`src/logic/cmo_macros.svh`:
```
/*
 * Directory geometry and FIFO depth of the CMO handler.
 * CMO_WAYS must be 2 or more, and CMO_FLUSH_DEPTH must be 2 or more.
 */
`ifndef CMO_MACROS_SVH
`define CMO_MACROS_SVH

// Set index width, 8 sets
`define CMO_SET_W 3
// Ways per set, one-hot encoded
`define CMO_WAYS 2
`define CMO_TAG_W 8
// Core transaction id
`define CMO_TID_W 4
// Write-back request slots ahead of the flush controller
`define CMO_FLUSH_DEPTH 3

`endif

```
`src/logic/cmo_pkg.sv`:
```
/*
 * Types shared by the CMO handler blocks.
 * Widths come from cmo_macros.svh.
 */
`default_nettype none

`include "cmo_macros.svh"

package cmo_pkg;

    typedef logic [`CMO_SET_W-1:0]            cmo_set_t;
    typedef logic [`CMO_WAYS-1:0]             cmo_way_vec_t;
    typedef logic [`CMO_TAG_W-1:0]            cmo_tag_t;
    // Line number is the tag above the set index
    typedef logic [`CMO_TAG_W+`CMO_SET_W-1:0] cmo_nline_t;
    typedef logic [`CMO_TID_W-1:0]            cmo_tid_t;

    typedef enum logic [1:0] {
        CMO_FENCE,
        CMO_INVAL_ALL,
        CMO_FLUSH_ALL,
        CMO_FLUSH_INVAL_ALL
    } cmo_op_e;

    typedef enum logic [2:0] {
        CMOH_IDLE,
        CMOH_FENCE_WAIT,
        CMOH_WAIT_MSHR,
        CMOH_INVAL_SET,
        CMOH_FLUSH_NEXT,
        CMOH_FLUSH_LAST
    } cmo_state_e;

endpackage

`default_nettype wire

```
`src/logic/cmo_flush_fifo.sv`:
```
/*
 * Registered FIFO, an entry is visible at the output one cycle after push.
 * A push while full is dropped, the writer checks not_full_o first.
 */
`timescale 1ns/1ns
`default_nettype none

`include "cmo_macros.svh"

module cmo_flush_fifo #(
    parameter int DEPTH = `CMO_FLUSH_DEPTH
) (
    input  wire logic              clk_i,
    input  wire logic              rst_ni,
    input  wire logic              push_i,
    input  cmo_pkg::cmo_nline_t    nline_i,
    input  cmo_pkg::cmo_way_vec_t  way_i,
    output logic                   not_full_o,
    output logic                   empty_o,
    output logic                   alloc_o,
    input  wire logic              alloc_ready_i,
    output cmo_pkg::cmo_nline_t    alloc_nline_o,
    output cmo_pkg::cmo_way_vec_t  alloc_way_o
);
    import cmo_pkg::*;

    localparam int PTR_W = $clog2(DEPTH);
    localparam int CNT_W = $clog2(DEPTH + 1);

    cmo_nline_t   nline_mem [DEPTH];
    cmo_way_vec_t way_mem   [DEPTH];
    logic [PTR_W-1:0] wr_ptr_q, rd_ptr_q;
    logic [CNT_W-1:0] count_q;
    logic do_push, do_pop;

    assign empty_o    = (count_q == '0);
    assign not_full_o = (count_q != CNT_W'(DEPTH));
    assign alloc_o    = ~empty_o;
    assign do_push    = push_i & not_full_o;
    assign do_pop     = alloc_o & alloc_ready_i;

    assign alloc_nline_o = nline_mem[rd_ptr_q];
    assign alloc_way_o   = way_mem[rd_ptr_q];

    always_ff @(posedge clk_i or negedge rst_ni) begin
        if (!rst_ni) begin
            wr_ptr_q <= '0;
            rd_ptr_q <= '0;
            count_q  <= '0;
        end else begin
            if (do_push) begin
                wr_ptr_q <= (wr_ptr_q == PTR_W'(DEPTH - 1)) ? '0 : wr_ptr_q + 1'b1;
            end
            if (do_pop) begin
                rd_ptr_q <= (rd_ptr_q == PTR_W'(DEPTH - 1)) ? '0 : rd_ptr_q + 1'b1;
            end
            // Simultaneous push and pop leave the count alone
            if (do_push && !do_pop) begin
                count_q <= count_q + 1'b1;
            end else if (do_pop && !do_push) begin
                count_q <= count_q - 1'b1;
            end
        end
    end

    always_ff @(posedge clk_i) begin
        if (do_push) begin
            nline_mem[wr_ptr_q] <= nline_i;
            way_mem[wr_ptr_q]   <= way_i;
        end
    end

endmodule

`default_nettype wire

```
`src/logic/cmo_fsm.sv`:
```
/*
 * One operation at a time. A flush walk takes two cycles per entry and
 * stalls while the FIFO is full. A pending response blocks new requests.
 */
`timescale 1ns/1ns
`default_nettype none

module cmo_fsm (
    input  wire logic                  clk_i,
    input  wire logic                  rst_ni,
    input  wire logic                  req_valid_i,
    input  cmo_pkg::cmo_op_e           req_op_i,
    input  cmo_pkg::cmo_tid_t          req_tid_i,
    input  wire logic                  req_need_rsp_i,
    output logic                       req_ready_o,
    output logic                       req_wait_o,
    input  wire logic                  core_rsp_ready_i,
    output logic                       core_rsp_valid_o,
    output cmo_pkg::cmo_tid_t          core_rsp_tid_o,
    input  wire logic                  wbuf_empty_i,
    input  wire logic                  mshr_empty_i,
    input  wire logic                  flush_empty_i,
    output logic                       wbuf_flush_all_o,
    output logic                       dir_check_o,
    output cmo_pkg::cmo_set_t          dir_check_set_o,
    output cmo_pkg::cmo_way_vec_t      dir_check_way_o,
    input  wire logic                  dir_entry_valid_i,
    input  wire logic                  dir_entry_dirty_i,
    input  cmo_pkg::cmo_tag_t          dir_entry_tag_i,
    output logic                       dir_updt_o,
    output cmo_pkg::cmo_set_t          dir_updt_set_o,
    output cmo_pkg::cmo_way_vec_t      dir_updt_way_o,
    output logic                       dir_updt_valid_o,
    output logic                       dir_updt_dirty_o,
    output cmo_pkg::cmo_tag_t          dir_updt_tag_o,
    input  cmo_pkg::cmo_set_t          set_i,
    input  cmo_pkg::cmo_way_vec_t      way_i,
    input  wire logic                  set_last_i,
    input  wire logic                  way_last_i,
    output logic                       walk_clear_o,
    output logic                       walk_step_o,
    input  wire logic                  fifo_not_full_i,
    input  wire logic                  fifo_empty_i,
    output logic                       fifo_push_o,
    output cmo_pkg::cmo_nline_t        fifo_nline_o,
    output cmo_pkg::cmo_way_vec_t      fifo_way_o
);
    import cmo_pkg::*;

    cmo_state_e   state_q, state_d;
    cmo_op_e      op_q;
    cmo_tid_t     tid_q;
    logic         need_q;
    logic         rsp_valid_q;
    logic         req_accept;
    logic         op_done;
    logic         inval_op;

    // Check issued last cycle, its result is on the entry inputs now
    logic         chk_q;
    logic         chk_issue;
    cmo_set_t     chk_set_q;
    cmo_way_vec_t chk_way_q;

    assign req_ready_o = (state_q == CMOH_IDLE) & (~rsp_valid_q | core_rsp_ready_i);
    assign req_accept  = req_valid_i & req_ready_o;
    assign req_wait_o  = (state_q == CMOH_FENCE_WAIT) | (state_q == CMOH_WAIT_MSHR);
    assign inval_op    = (op_q == CMO_FLUSH_INVAL_ALL);

    assign core_rsp_valid_o = rsp_valid_q;
    assign core_rsp_tid_o   = tid_q;

    assign dir_check_o     = chk_issue;
    assign dir_check_set_o = set_i;
    assign dir_check_way_o = way_i;

    assign fifo_nline_o = {dir_entry_tag_i, chk_set_q};
    assign fifo_way_o   = chk_way_q;

    always_comb begin
        state_d          = state_q;
        op_done          = 1'b0;
        chk_issue        = 1'b0;
        walk_clear_o     = 1'b0;
        walk_step_o      = 1'b0;
        wbuf_flush_all_o = 1'b0;
        fifo_push_o      = 1'b0;
        dir_updt_o       = 1'b0;
        dir_updt_set_o   = '0;
        dir_updt_way_o   = '0;
        dir_updt_valid_o = 1'b0;
        dir_updt_dirty_o = 1'b0;
        dir_updt_tag_o   = '0;

        case (state_q)
            CMOH_IDLE: begin
                if (req_accept) begin
                    if (req_op_i == CMO_FENCE) begin
                        wbuf_flush_all_o = 1'b1;
                        if (wbuf_empty_i) begin
                            op_done = 1'b1;
                        end else begin
                            state_d = CMOH_FENCE_WAIT;
                        end
                    end else begin
                        state_d = CMOH_WAIT_MSHR;
                    end
                end
            end
            CMOH_FENCE_WAIT: begin
                wbuf_flush_all_o = 1'b1;
                if (wbuf_empty_i) begin
                    op_done = 1'b1;
                    state_d = CMOH_IDLE;
                end
            end
            CMOH_WAIT_MSHR: begin
                if (mshr_empty_i) begin
                    walk_clear_o = 1'b1;
                    state_d = (op_q == CMO_INVAL_ALL) ? CMOH_INVAL_SET : CMOH_FLUSH_NEXT;
                end
            end
            CMOH_INVAL_SET: begin
                // All ways of one set per cycle, step plus clear moves to the next set
                dir_updt_o     = 1'b1;
                dir_updt_set_o = set_i;
                dir_updt_way_o = '1;
                walk_step_o    = 1'b1;
                walk_clear_o   = 1'b1;
                if (set_last_i) begin
                    op_done = 1'b1;
                    state_d = CMOH_IDLE;
                end
            end
            CMOH_FLUSH_NEXT: begin
                if (!chk_q && fifo_not_full_i) begin
                    chk_issue   = 1'b1;
                    walk_step_o = 1'b1;
                    if (set_last_i && way_last_i) begin
                        state_d = CMOH_FLUSH_LAST;
                    end
                end
            end
            CMOH_FLUSH_LAST: begin
                // Last entry handled and every write-back gone
                if (!chk_q && fifo_empty_i && flush_empty_i) begin
                    op_done = 1'b1;
                    state_d = CMOH_IDLE;
                end
            end
            default: begin
                state_d = CMOH_IDLE;
            end
        endcase

        // Result of the previous check, clean or drop the entry
        if (chk_q) begin
            dir_updt_o       = dir_entry_valid_i & (dir_entry_dirty_i | inval_op);
            dir_updt_set_o   = chk_set_q;
            dir_updt_way_o   = chk_way_q;
            dir_updt_valid_o = ~inval_op;
            dir_updt_tag_o   = dir_entry_tag_i;
            fifo_push_o      = dir_entry_valid_i & dir_entry_dirty_i;
        end
    end

    always_ff @(posedge clk_i or negedge rst_ni) begin
        if (!rst_ni) begin
            state_q     <= CMOH_IDLE;
            chk_q       <= 1'b0;
            rsp_valid_q <= 1'b0;
        end else begin
            state_q <= state_d;
            chk_q   <= chk_issue;
            if (op_done) begin
                // An immediate fence ends in IDLE before need_q is loaded
                rsp_valid_q <= (state_q == CMOH_IDLE) ? req_need_rsp_i : need_q;
            end else if (core_rsp_ready_i) begin
                rsp_valid_q <= 1'b0;
            end
        end
    end

    always_ff @(posedge clk_i) begin
        if (req_accept) begin
            op_q   <= req_op_i;
            tid_q  <= req_tid_i;
            need_q <= req_need_rsp_i;
        end
        if (chk_issue) begin
            chk_set_q <= set_i;
            chk_way_q <= way_i;
        end
    end

endmodule

`default_nettype wire

```
`src/logic/cmo_handler.sv`:
```
/*
 * CMO handler for an 8-set, 2-way write-back cache directory.
 * Directory check data must arrive one cycle after dir_check_o.
 */
`timescale 1ns/1ns
`default_nettype none

module cmo_handler (
    input  wire logic              clk_i,
    input  wire logic              rst_ni,
    input  wire logic              req_valid_i,
    output logic                   req_ready_o,
    input  cmo_pkg::cmo_op_e       req_op_i,
    input  cmo_pkg::cmo_tid_t      req_tid_i,
    input  wire logic              req_need_rsp_i,
    output logic                   req_wait_o,
    input  wire logic              core_rsp_ready_i,
    output logic                   core_rsp_valid_o,
    output cmo_pkg::cmo_tid_t      core_rsp_tid_o,
    output logic                   wbuf_flush_all_o,
    input  wire logic              wbuf_empty_i,
    input  wire logic              mshr_empty_i,
    output logic                   dir_check_o,
    output cmo_pkg::cmo_set_t      dir_check_set_o,
    output cmo_pkg::cmo_way_vec_t  dir_check_way_o,
    input  wire logic              dir_entry_valid_i,
    input  wire logic              dir_entry_dirty_i,
    input  cmo_pkg::cmo_tag_t      dir_entry_tag_i,
    output logic                   dir_updt_o,
    output cmo_pkg::cmo_set_t      dir_updt_set_o,
    output cmo_pkg::cmo_way_vec_t  dir_updt_way_o,
    output logic                   dir_updt_valid_o,
    output logic                   dir_updt_dirty_o,
    output cmo_pkg::cmo_tag_t      dir_updt_tag_o,
    input  wire logic              flush_empty_i,
    output logic                   flush_alloc_o,
    input  wire logic              flush_alloc_ready_i,
    output cmo_pkg::cmo_nline_t    flush_alloc_nline_o,
    output cmo_pkg::cmo_way_vec_t  flush_alloc_way_o
);
    import cmo_pkg::*;

    logic         walk_clear, walk_step;
    cmo_set_t     set_q;
    cmo_way_vec_t way_q;
    logic         way_last, set_last;
    logic         fifo_push, fifo_not_full, fifo_empty;
    cmo_nline_t   fifo_nline;
    cmo_way_vec_t fifo_way;

    cmo_fsm u_fsm (
        .clk_i            (clk_i),
        .rst_ni           (rst_ni),
        .req_valid_i      (req_valid_i),
        .req_op_i         (req_op_i),
        .req_tid_i        (req_tid_i),
        .req_need_rsp_i   (req_need_rsp_i),
        .req_ready_o      (req_ready_o),
        .req_wait_o       (req_wait_o),
        .core_rsp_ready_i (core_rsp_ready_i),
        .core_rsp_valid_o (core_rsp_valid_o),
        .core_rsp_tid_o   (core_rsp_tid_o),
        .wbuf_empty_i     (wbuf_empty_i),
        .mshr_empty_i     (mshr_empty_i),
        .flush_empty_i    (flush_empty_i),
        .wbuf_flush_all_o (wbuf_flush_all_o),
        .dir_check_o      (dir_check_o),
        .dir_check_set_o  (dir_check_set_o),
        .dir_check_way_o  (dir_check_way_o),
        .dir_entry_valid_i(dir_entry_valid_i),
        .dir_entry_dirty_i(dir_entry_dirty_i),
        .dir_entry_tag_i  (dir_entry_tag_i),
        .dir_updt_o       (dir_updt_o),
        .dir_updt_set_o   (dir_updt_set_o),
        .dir_updt_way_o   (dir_updt_way_o),
        .dir_updt_valid_o (dir_updt_valid_o),
        .dir_updt_dirty_o (dir_updt_dirty_o),
        .dir_updt_tag_o   (dir_updt_tag_o),
        .set_i            (set_q),
        .way_i            (way_q),
        .set_last_i       (set_last),
        .way_last_i       (way_last),
        .walk_clear_o     (walk_clear),
        .walk_step_o      (walk_step),
        .fifo_not_full_i  (fifo_not_full),
        .fifo_empty_i     (fifo_empty),
        .fifo_push_o      (fifo_push),
        .fifo_nline_o     (fifo_nline),
        .fifo_way_o       (fifo_way)
    );

    cmo_walk_counter u_walk (
        .clk_i      (clk_i),
        .rst_ni     (rst_ni),
        .clear_i    (walk_clear),
        .step_i     (walk_step),
        .set_o      (set_q),
        .way_o      (way_q),
        .set_last_o (set_last),
        .way_last_o (way_last)
    );

    cmo_flush_fifo u_flush_fifo (
        .clk_i         (clk_i),
        .rst_ni        (rst_ni),
        .push_i        (fifo_push),
        .nline_i       (fifo_nline),
        .way_i         (fifo_way),
        .not_full_o    (fifo_not_full),
        .empty_o       (fifo_empty),
        .alloc_o       (flush_alloc_o),
        .alloc_ready_i (flush_alloc_ready_i),
        .alloc_nline_o (flush_alloc_nline_o),
        .alloc_way_o   (flush_alloc_way_o)
    );

endmodule

`default_nettype wire

```
`src/logic/cmo_walk_counter.sv`:
```
/*
 * Walks sets in order and ways in one-hot order within each set.
 * Step together with clear skips the rest of the set and returns to the first way.
 */
`timescale 1ns/1ns
`default_nettype none

`include "cmo_macros.svh"

module cmo_walk_counter (
    input  wire logic              clk_i,
    input  wire logic              rst_ni,
    input  wire logic              clear_i,
    input  wire logic              step_i,
    output cmo_pkg::cmo_set_t      set_o,
    output cmo_pkg::cmo_way_vec_t  way_o,
    output logic                   set_last_o,
    output logic                   way_last_o
);
    import cmo_pkg::*;

    cmo_set_t     set_q;
    cmo_way_vec_t way_q;
    logic         way_wrap;

    assign way_last_o = way_q[`CMO_WAYS-1];
    assign set_last_o = &set_q;
    assign way_wrap   = step_i & (way_last_o | clear_i);

    always_ff @(posedge clk_i or negedge rst_ni) begin
        if (!rst_ni) begin
            set_q <= '0;
            way_q <= cmo_way_vec_t'(1);
        end else begin
            // Set index rolls over to 0 after the last set
            if (way_wrap) begin
                set_q <= set_q + 1'b1;
            end else if (clear_i) begin
                set_q <= '0;
            end
            if (clear_i || way_wrap) begin
                way_q <= cmo_way_vec_t'(1);
            end else if (step_i) begin
                way_q <= {way_q[`CMO_WAYS-2:0], 1'b0};
            end
        end
    end

    assign set_o = set_q;
    assign way_o = way_q;

endmodule

`default_nettype wire

```
`config.mk`:
```
export PLATFORM = sky130hd
export DESIGN_NAME = cmo_handler
export DESIGN_NICKNAME = d
export VERILOG_FILES = /design/src/logic/cmo_pkg.sv /design/src/logic/cmo_flush_fifo.sv /design/src/logic/cmo_fsm.sv /design/src/logic/cmo_handler.sv /design/src/logic/cmo_walk_counter.sv
export VERILOG_INCLUDE_DIRS = /design/src /design/src/logic
export SDC_FILE = /design/constraint.sdc
export NUM_CORES = 1
export LEC_CHECK = 0
export BUFFER_PORTS_ARGS = -buffer_cell sky130_fd_sc_hd__buf_2
export CORE_MARGIN = 3
export CORE_UTILIZATION = 45
export DETAILED_ROUTE_END_ITERATION = 12
export PLACE_DENSITY = 0.69
export SLEW_MARGIN = 0
export SYNTH_ARGS = -nofsm -noshare
export SYNTH_HDL_FRONTEND = slang
export SYNTH_SLANG_ARGS = --single-unit
```
`constraint.sdc`:
```
create_clock -name clk_i -period 5.75 [get_ports clk_i]
set_clock_uncertainty 0.2 [all_clocks]
set_input_delay 1.15 -clock clk_i [delete_from_list [all_inputs] [get_ports clk_i]]
set_output_delay 1.15 -clock clk_i [all_outputs]
set_load 0.03 [all_outputs]
```
Yosys cells after proc, flatten, opt, wreduce, memory -nomap -nowiden

Memories as Yosys holds them, arrays and structs flattened.
Cells that the tools add are included.

Register bits after elaboration: 28
Memory bits (writable): 39
Bits of input ports: 25
Output and inout port bits: 44
Word-level logic and storage cells: 118
Memories: 2

Memory list:

| memory                 | words | bits a word | rd ports | clocked after Yosys merged registers in | wr ports | line                 | source |
|---|---|---|---|---|---|---|---|
| u_flush_fifo.nline_mem | 3     | 11          | 1        | 0                                       | 1        | cmo_flush_fifo.sv:30 | `cmo_nline_t nline_mem [DEPTH];` |
| u_flush_fifo.way_mem   | 3     | 2           | 1        | 0                                       | 1        | cmo_flush_fifo.sv:31 | `cmo_way_vec_t way_mem [DEPTH];` |

Add/sub/neg operators: 5
Equal/unequal tests: 18
Mux-type cells: 47
Bitwise logic cells: 14
Reduce and logical (&&, ||, !) cells: 19

Operator list:

| operator                                      | count |
|---|---|
| 2-to-1 mux 3 bit                              | 14 |
| 2-to-1 mux 1 bit                              | 19 |
| case mux 3 bit (6 select lines)               | 1 |
| 2-to-1 mux 2 bit                              | 8 |
| != test 2 x 1 -> 1 bit, second input constant | 5 |
| 2-to-1 mux 8 bit                              | 1 |
| AND reduction 8 bit                           | 1 |
| nonzero test 2 bit                            | 4 |
| AND 1 bit                                     | 7 |
| adder 2 x 1 -> 2 bit, second input constant   | 3 |
| == test 2 bit, second input constant          | 3 |
| == test 3 x 2 -> 1 bit, second input constant | 2 |
| == test 3 bit, second input constant          | 2 |
| logical AND 1 bit                             | 6 |
| != test 2 bit, second input constant          | 3 |
| case mux 1 bit (2 select lines)               | 3 |
| zero test 2 bit                               | 2 |
| OR 1 bit                                      | 4 |
| case mux 1 bit (4 select lines)               | 1 |
| adder 3 x 1 -> 3 bit, second input constant   | 1 |
| == test 3 x 1 -> 1 bit, second input constant | 1 |
| zero test 1 bit                               | 3 |
| zero test 3 bit                               | 1 |
| != test 3 bit, second input constant          | 1 |
| 5 further kinds                               | 7 |

Depth between registers and ports, before layout

Gate-level depths: netlist (run 1).

Depth in word-level cells: 7
Mapped depth: 8
Depth with buffers taken out: 7

Cells and area by module

Synthesis (run 1) repeated with hierarchy kept, for this count alone.

Cells, all modules: 229
Area total of the unflattened synthesis: 3047.9 um^2

By module, submodules not included:

| module           | instances | cells an instance | area an instance (um^2) | seq. area each (um^2) |
|---|---|---|---|---|
| cmo_flush_fifo   | 1         | 110               | 1755.4                  | 1321.3 |
| cmo_fsm          | 1         | 101               | 1062.3                  | 485.5 |
| cmo_walk_counter | 1         | 18                | 230.2                   | 126.4 |

Worst setup path before layout (run 1)

OpenSTA, ideal clock, no wires.

Path kind: input to output
Start point: input req_op_i[1]
End point: output wbuf_flush_all_o
Data arrival time: 1936 ps
Data required time: 4400 ps
Path slack: 2464 ps
Cell stages on the path: 4
Path buffers: 0
Cell sequence: nor2_1 > and3_1 > nor2_1 > nor2_1

Longest elaborated chain between the ends: 4

RTL lines:

| element                         | line              | source |
|---|---|---|
| start, declared                 | cmo_handler.sv:13 | `input cmo_pkg::cmo_op_e req_op_i,` |
| zero test 2 bit                 | cmo_fsm.sv:98     | `if (req_op_i == CMO_FENCE) begin` |
| 2-to-1 mux 1 bit                | cmo_fsm.sv:98     |  |
| 2-to-1 mux 1 bit                | cmo_fsm.sv:97     | `if (req_accept) begin` |
| case mux 1 bit (2 select lines) | cmo_fsm.sv:95     | `case (state_q)` |
| end, declared                   | cmo_handler.sv:20 | `output logic wbuf_flush_all_o,` |

No other way between the ends.

Worst setup path after layout (run 1)

Same ends and word-level chain as after synthesis.

==> results by group, run 1 <==
Outcome
  – Status: finished, final reports clean

Synth
  – Synth warn: 0
  – Synth top area cells: edfxtp_1, dfrtp_1, mux2i_1, o21ai_0, nand2_1
  – Flop and latch count out of synthesis: 67
  – Register area share after synthesis: 0.658
  – Post-synth EDFFs: 51
  – Area leader, netlist: edfxtp_1
  – Top cell type's share of synthesized area: 0.521
  – Synth unique cells: 45
  – Count leader, synth: edfxtp_1
  – Most frequent cells after synthesis: edfxtp_1, nand2_1, o21ai_0, mux2i_1, dfrtp_1
  – Main synth FF type: edfxtp_1
  – Syn avg cell area: 13.1 sq um
  – Mapped Area: 0.00294 sq mm
  – Asr flop ratio synth: 0.239
  – Syn_nets: 252
  – Syn Inst Count: 224

Min path
  – HP Class: flip-flop to flip-flop
  – Hold Path Origin: u_fsm.chk_set_q[2]

Die
  – Io pins: 69
  – Die Ht: 86.8 um
  – Initial Util: 0.479
  – Cell Rows: 28
  – Die W: 86.8 um
  – Core Box Area: 0.00613 sq mm
  – Die area: 0.00753 sq mm

Drt
  – DR iter-0 viols: 92
  – First drt pass iteration count: 4
  – Routed length per instance: 14.7 um
  – Antenna violation net count after detailed routing: 0
  – DRT Wirelength: 5430 um
  – Vias: 1,933
  – DRC: 0
  – DR vias/cell: 5.22

STA
  – Max-slew violation count: 0
  – Max Freq: 299 MHz
  – Final setup violation count: 0
  – Min Tclk post-route: 3.34 ns
  – Period utilization: 0.581
  – Setup tns final: 0 ns
  – Slew @ Worst Pin: 1.10 ns
  – Final Hold Vio Count: 0
  – Relative slew margins: 0.261
  – RSZ-0062 raised after global routing: no

Setup path
  – CP cell instances: buf_2, nor2_1, and3_1, nor2_1, nor2_1, buf_2
  – Worst path top cell family by delay: simple AND/OR/NAND/NOR gates
  – Worst endpoint data arrival time: 1.99 ns
  – RR Startpoint: u_fsm.chk_q
  – Worst EP required: 4.40 ns
  – Crit start category: primary input
  – Most used cell, CP: nor2_1
  – Slowest CP cell: and3_1
  – Crit path from: req_op_i[1]
  – CP bufs+invs: 2
  – Worst Setup End Kind: primary output
  – Crit path max fanout: 3
  – Critical path's largest stage delay: 0.23 ns
  – Setup CP Type: primary input to primary output

Finish
  – N_diodes: 0
  – Nets@finish: 318
  – Synth-to-Final Area Change: 19.9%
  – Multi-input logic area: 928 sq um
  – Register area: 0.00193 sq mm
  – Filler cells: 540
  – Fraction of final layout cells with drive strength greater than 1: 0.312
  – Design Area, Final: 0.00352 sq mm

Clocking
  – Clock sink count: 67
  – Clock slew at reported path FFs: 0.07 ns
  – H-tree Lvls: 3
  – Post-CTS Hold Fix Bufs: 0
  – Worst-Skew Late Latency: 0.32 ns
  – Num CTS Buffers: 9
  – Longest Clk Path Bufs: 2
  – CTS tree: built
  – Clk Tree Root Cell: clkbuf_8
  – Post-CTS setup buffers: 0
  – Post-CTS Resized: 0

Place
  – Area after DPL: 0.00332 sq mm
  – Number of port buffers: 67
  – Final Wtd Congestion: 0.837
  – HPWL Detailed: 3820 um

Power
  – Cell Pwr Density: 511 mW/mm^2
  – Leak: 0.00150 uW
  – Peak VDD IR: 0.311 mV
  – Final Power: 1800 uW

Global routing
  – Vias in the first global route: 1,916
  – GRT Overall Usage: 0.157
  – Largest net degree at the start of global routing: 29
  – Initial antenna violation count: 0
  – GR Overflow Total: 0
  – First-pass GRT wire length: 8980 um

Run
  – MaxCap Viol Count: 0
==> sequential cells by signal (all words and copies together) (netlist names) <==
signal / cells
u_fsm.core_rsp_valid_o: 1
u_walk.set_o: 3
u_flush_fifo.rd_ptr_q: 2
u_flush_fifo.count_q: 2
u_flush_fifo.wr_ptr_q: 2
u_fsm.state_q: 3
u_flush_fifo.nline_mem: 33
u_fsm.chk_q: 1
u_fsm.core_rsp_tid_o: 4
u_fsm.chk_set_q: 3
u_walk.way_o: 2
u_fsm.op_q: 2
u_fsm.fifo_way_o: 2
u_fsm.need_q: 1
u_flush_fifo.way_mem: 6
==> worst reg2reg max path: cells and delay by family, from the launching register on <==
family           cells  cell delay, ns
and+or+nand+nor      2            1.45
DFF                  1            0.84
==> logic make-up (layout without fill, tap and decap cells) <==
kind of cell | count (synthesis) | count (layout) | share of synthesized area
mux | 20 | 20 | 0.0703
compound gates | 43 | 43 | 0.0954
flops | 67 | 67 | 0.658
simple gates | 68 | 68 | 0.119
fa+ha+maj | 3 | 3 | 0.0128
buf+inv | 18 | 89 | 0.0311
xor+xnor | 4 | 4 | 0.0119
other cells | 1 | 1 | 0.00128
==> metrics by stage <==
step,utilization,std cells,hold slack [ns],setup slack (ns)
final,0.575,370,0.316,2.41
after global routing,0.575,370,0.331,2.28
after CTS,0.575,370,0.311,2.40
after detailed placement,0.541,354,0.297,2.41
after global placement,0.541,354,0.287,2.42
after floorplan,-,224,0.264,2.46
==> cell usage in the layout, fill, tap and decap left out, types with 5 or more instances in the layout <==
| cell type | count |
|---|---|
| clkbuf_8 | 12 |
| o21ai_0 | 22 |
| nand2_1 | 29 |
| nor2_1 | 10 |
| buf_2 | 67 |
| dfrtp_1 | 15 |
| mux2i_1 | 18 |
| and2_1 | 8 |
| edfxtp_1 | 51 |
| inv_1 | 5 |
==> where the power goes <==
| part | internal (uW) | total [uW] | switching (uW) |
|---|---|---|---|
| clock network | 237 | 395 | 158 |
| logic | 239 | 650 | 411 |
| registers | 609 | 755 | 146 |
| total | 1080 | 1800 | 715 |
==> metal layers <==
layer	vias to the layer above	track usage	share of wire
met4	0	0.0722	0.010
met2	69	0.260	0.50
met3	8	0.0314	0.066
met1	913	0.199	0.42
li1	943	-	-
met5	-	0	0
==> path summary, 6_finish.rpt <==
kind	end	slack [ns]	depth (start not counted)
max in group asynchronous	u_walk.way_o[0]	4.52	1
worst max register to register	u_flush_fifo.nline_mem[1][6]	2.88	2
min in group asynchronous	u_walk.set_o[1]	0.53	1
worst min-delay path	u_flush_fifo.nline_mem[1][2]	0.32	0
worst min register to register	u_flush_fifo.nline_mem[1][2]	0.32	0
worst max-delay path	wbuf_flush_all_o	2.41	6
==> layout make-up <==
class                           count  area share
Sequential cell                    67       0.549
Multi-Input combinational cell    139       0.263
Timing Repair Buffer               68      0.0973
Clock buffer                       15      0.0501
Tap cell                           75      0.0266
Clock inverter                      1     0.00852
Inverter                            5     0.00533
Power figures use the tool's default switching activity.
==> inputs of run 2 (changes only) <==
==> constraint.sdc (replaced) <==
create_clock -name clk_i -period 3.37 [get_ports clk_i]
set_clock_uncertainty 0.2 [all_clocks]
set_input_delay 0.674 -clock clk_i [delete_from_list [all_inputs] [get_ports clk_i]]
set_output_delay 0.674 -clock clk_i [all_outputs]
set_load 0.03 [all_outputs]
==> results by group, run 2 (synthesized netlist as in run 1, its figures left out) <==
Outcome
  – Status: finished, final reports clean

Min path
  – HP Class: primary input to async pin

Die
  – Die area: 0.00753 sq mm
  – Cell Rows: 28
  – Core Box Area: 0.00613 sq mm
  – Initial Util: 0.479
  – Die W: 86.8 um
  – Io pins: 69
  – Die Ht: 86.8 um

Finish
  – Filler cells: 529
  – Fraction of final layout cells with drive strength greater than 1: 0.313
  – N_diodes: 0
  – Synth-to-Final Area Change: 19.3%
  – Multi-input logic area: 928 sq um
  – Reg with most FFs: u_flush_fifo.nline_mem
  – Commonest non-fill, non-tap cell in the layout: buf_2
  – Most frequent cells in the layout: buf_2, edfxtp_1, nand2_1
  – Design Area, Final: 0.00351 sq mm
  – Largest register FFs: 33
  – Non-filler cells, final: 372
  – Nets@finish: 320
  – Register area: 0.00193 sq mm

Setup path
  – Worst endpoint data arrival time: 2.00 ns
  – R2r worst-path depth: 3
  – CP cell instances: inv_1, nor3_1, nand2_1, o21ai_0, buf_2
  – Worst EP required: 2.50 ns
  – Critical path's largest stage delay: 0.63 ns
  – Worst Setup End Kind: primary output
  – Crit start category: flip-flop
  – Crit path max fanout: 13
  – RR Startpoint: u_fsm.chk_q
  – Worst r2r dst: u_flush_fifo.nline_mem[2][5]
  – Slowest CP cell: dfrtp_1
  – R2r setup slk: 0.73 ns
  – Setup CP Type: flip-flop to primary output

Power
  – Peak VDD IR: 0.526 mV
  – Int Power: 1750 uW
  – Switching portion of total power: 0.411
  – Logic pwr share: 0.373
  – Net Sw Power: 1230 uW
  – Leak: 0.00149 uW
  – Cell Pwr Density: 850 mW/mm^2
  – Clk pwr share: 0.194
  – Flop pwr share: 0.433

Clocking
  – Clk Tree Root Cell: clkbuf_8
  – Worst-Skew Late Latency: 0.33 ns
  – Longest Clk Path Bufs: 2
  – Post-CTS setup buffers: 0
  – H-tree Lvls: 3
  – Clock sink count: 67
  – CTS tree: built
  – Post-CTS Resized: 0
  – Num CTS Buffers: 9
  – Clock slew at reported path FFs: 0.07 ns
  – Post-CTS Hold Fix Bufs: 0

Drt
  – First drt pass iteration count: 4
  – Vias: 1,942
  – DRT Wirelength: 5500 um
  – DR vias/cell: 5.22
  – DR iter-0 viols: 56
  – Antenna violation net count after detailed routing: 0
  – DRC: 0
  – Routed length per instance: 14.8 um

Global routing
  – GR Overflow Total: 0
  – GRT Overall Usage: 0.158
  – Vias in the first global route: 1,826
  – Largest net degree at the start of global routing: 29
  – First-pass GRT wire length: 8810 um
  – Initial antenna violation count: 0

Place
  – Post-Place Cells: 356
  – Final Wtd Congestion: 0.846
  – HPWL Detailed: 3910 um
  – Number of port buffers: 67
  – Area after DPL: 0.00333 sq mm

STA
  – Final setup violation count: 0
  – Slew @ Worst Pin: 0.857 ns
  – WHS: 0.0600 ns
  – Setup tns final: 0 ns
  – Max-slew violation count: 0
  – Min Tclk post-route: 2.88 ns
  – Relative slew margins: 0.429
  – RSZ-0062 raised after global routing: no
  – Final Hold Vio Count: 0
  – Max Freq: 348 MHz
  – Period utilization: 0.853

Run
  – MaxCap Viol Count: 0
==> run 2: worst max-delay path: cells and delay by family (launching register included) <==
family	cells	cell delay [ns]
flip-flops	1	0.63
AND/OR/NAND/NOR	2	0.49
buffers and inverters	2	0.38
AO/OA/AOI/OAI	1	0.17
==> run 2: area by class of cell <==
class / count / share of cell area
clock buffers: 14 / 0.0464
inverters: 5 / 0.00535
multi-input cells: 139 / 0.265
repair buffers: 70 / 0.102
flip-flops and latches: 67 / 0.551
clock inverters: 2 / 0.00321
well taps: 75 / 0.0268
==> run 2: worst max-delay path by stage <==
stage | start | endpoint | slack [ns] | depth (start not counted)
6_report | u_fsm.state_q[0] | dir_updt_set_o[2] | 0.49 | 5
2_1_floorplan | dir_entry_dirty_i | u_flush_fifo.nline_mem[1][0] | 0.76 | 2
4_1_cts | u_fsm.state_q[0] | dir_updt_set_o[2] | 0.52 | 5
3_3_place_gp | u_fsm.chk_q | u_flush_fifo.nline_mem[2][1] | 0.80 | 3
5_1_grt | u_fsm.state_q[0] | dir_updt_set_o[2] | 0.28 | 5
3_5_place_dp | u_fsm.chk_q | u_flush_fifo.way_mem[2][0] | 0.70 | 3
==> run 2: power by group through the flow <==
stage          combinational, uW  clock (uW)  sequential (uW)
4_1_cts                     1130         591             1290
6_report                    1110         577             1290
2_1_floorplan                931           0             1210
5_1_grt                     1200         648             1330
3_3_place_gp                1110           0             1300
3_5_place_dp                1120           0             1310
==> run 2: layer usage <==
| layer | track usage | wire length (um) |
|---|---|---|
| met5 | 0 | 0 |
| met4 | 0.0467 | 42 |
| met3 | 0.0656 | 378 |
| met2 | 0.253 | 2710 |
| met1 | 0.196 | 2370 |
==> run 2: stage by stage <==
step	util	worst slack, ns	power [uW]
after CTS	0.572	0.517	3010
after global placement	0.543	0.799	2400
after detailed placement	0.543	0.703	2430
after global routing	0.572	0.276	3180
after floorplan	-	0.760	2140
final	0.572	0.494	2980
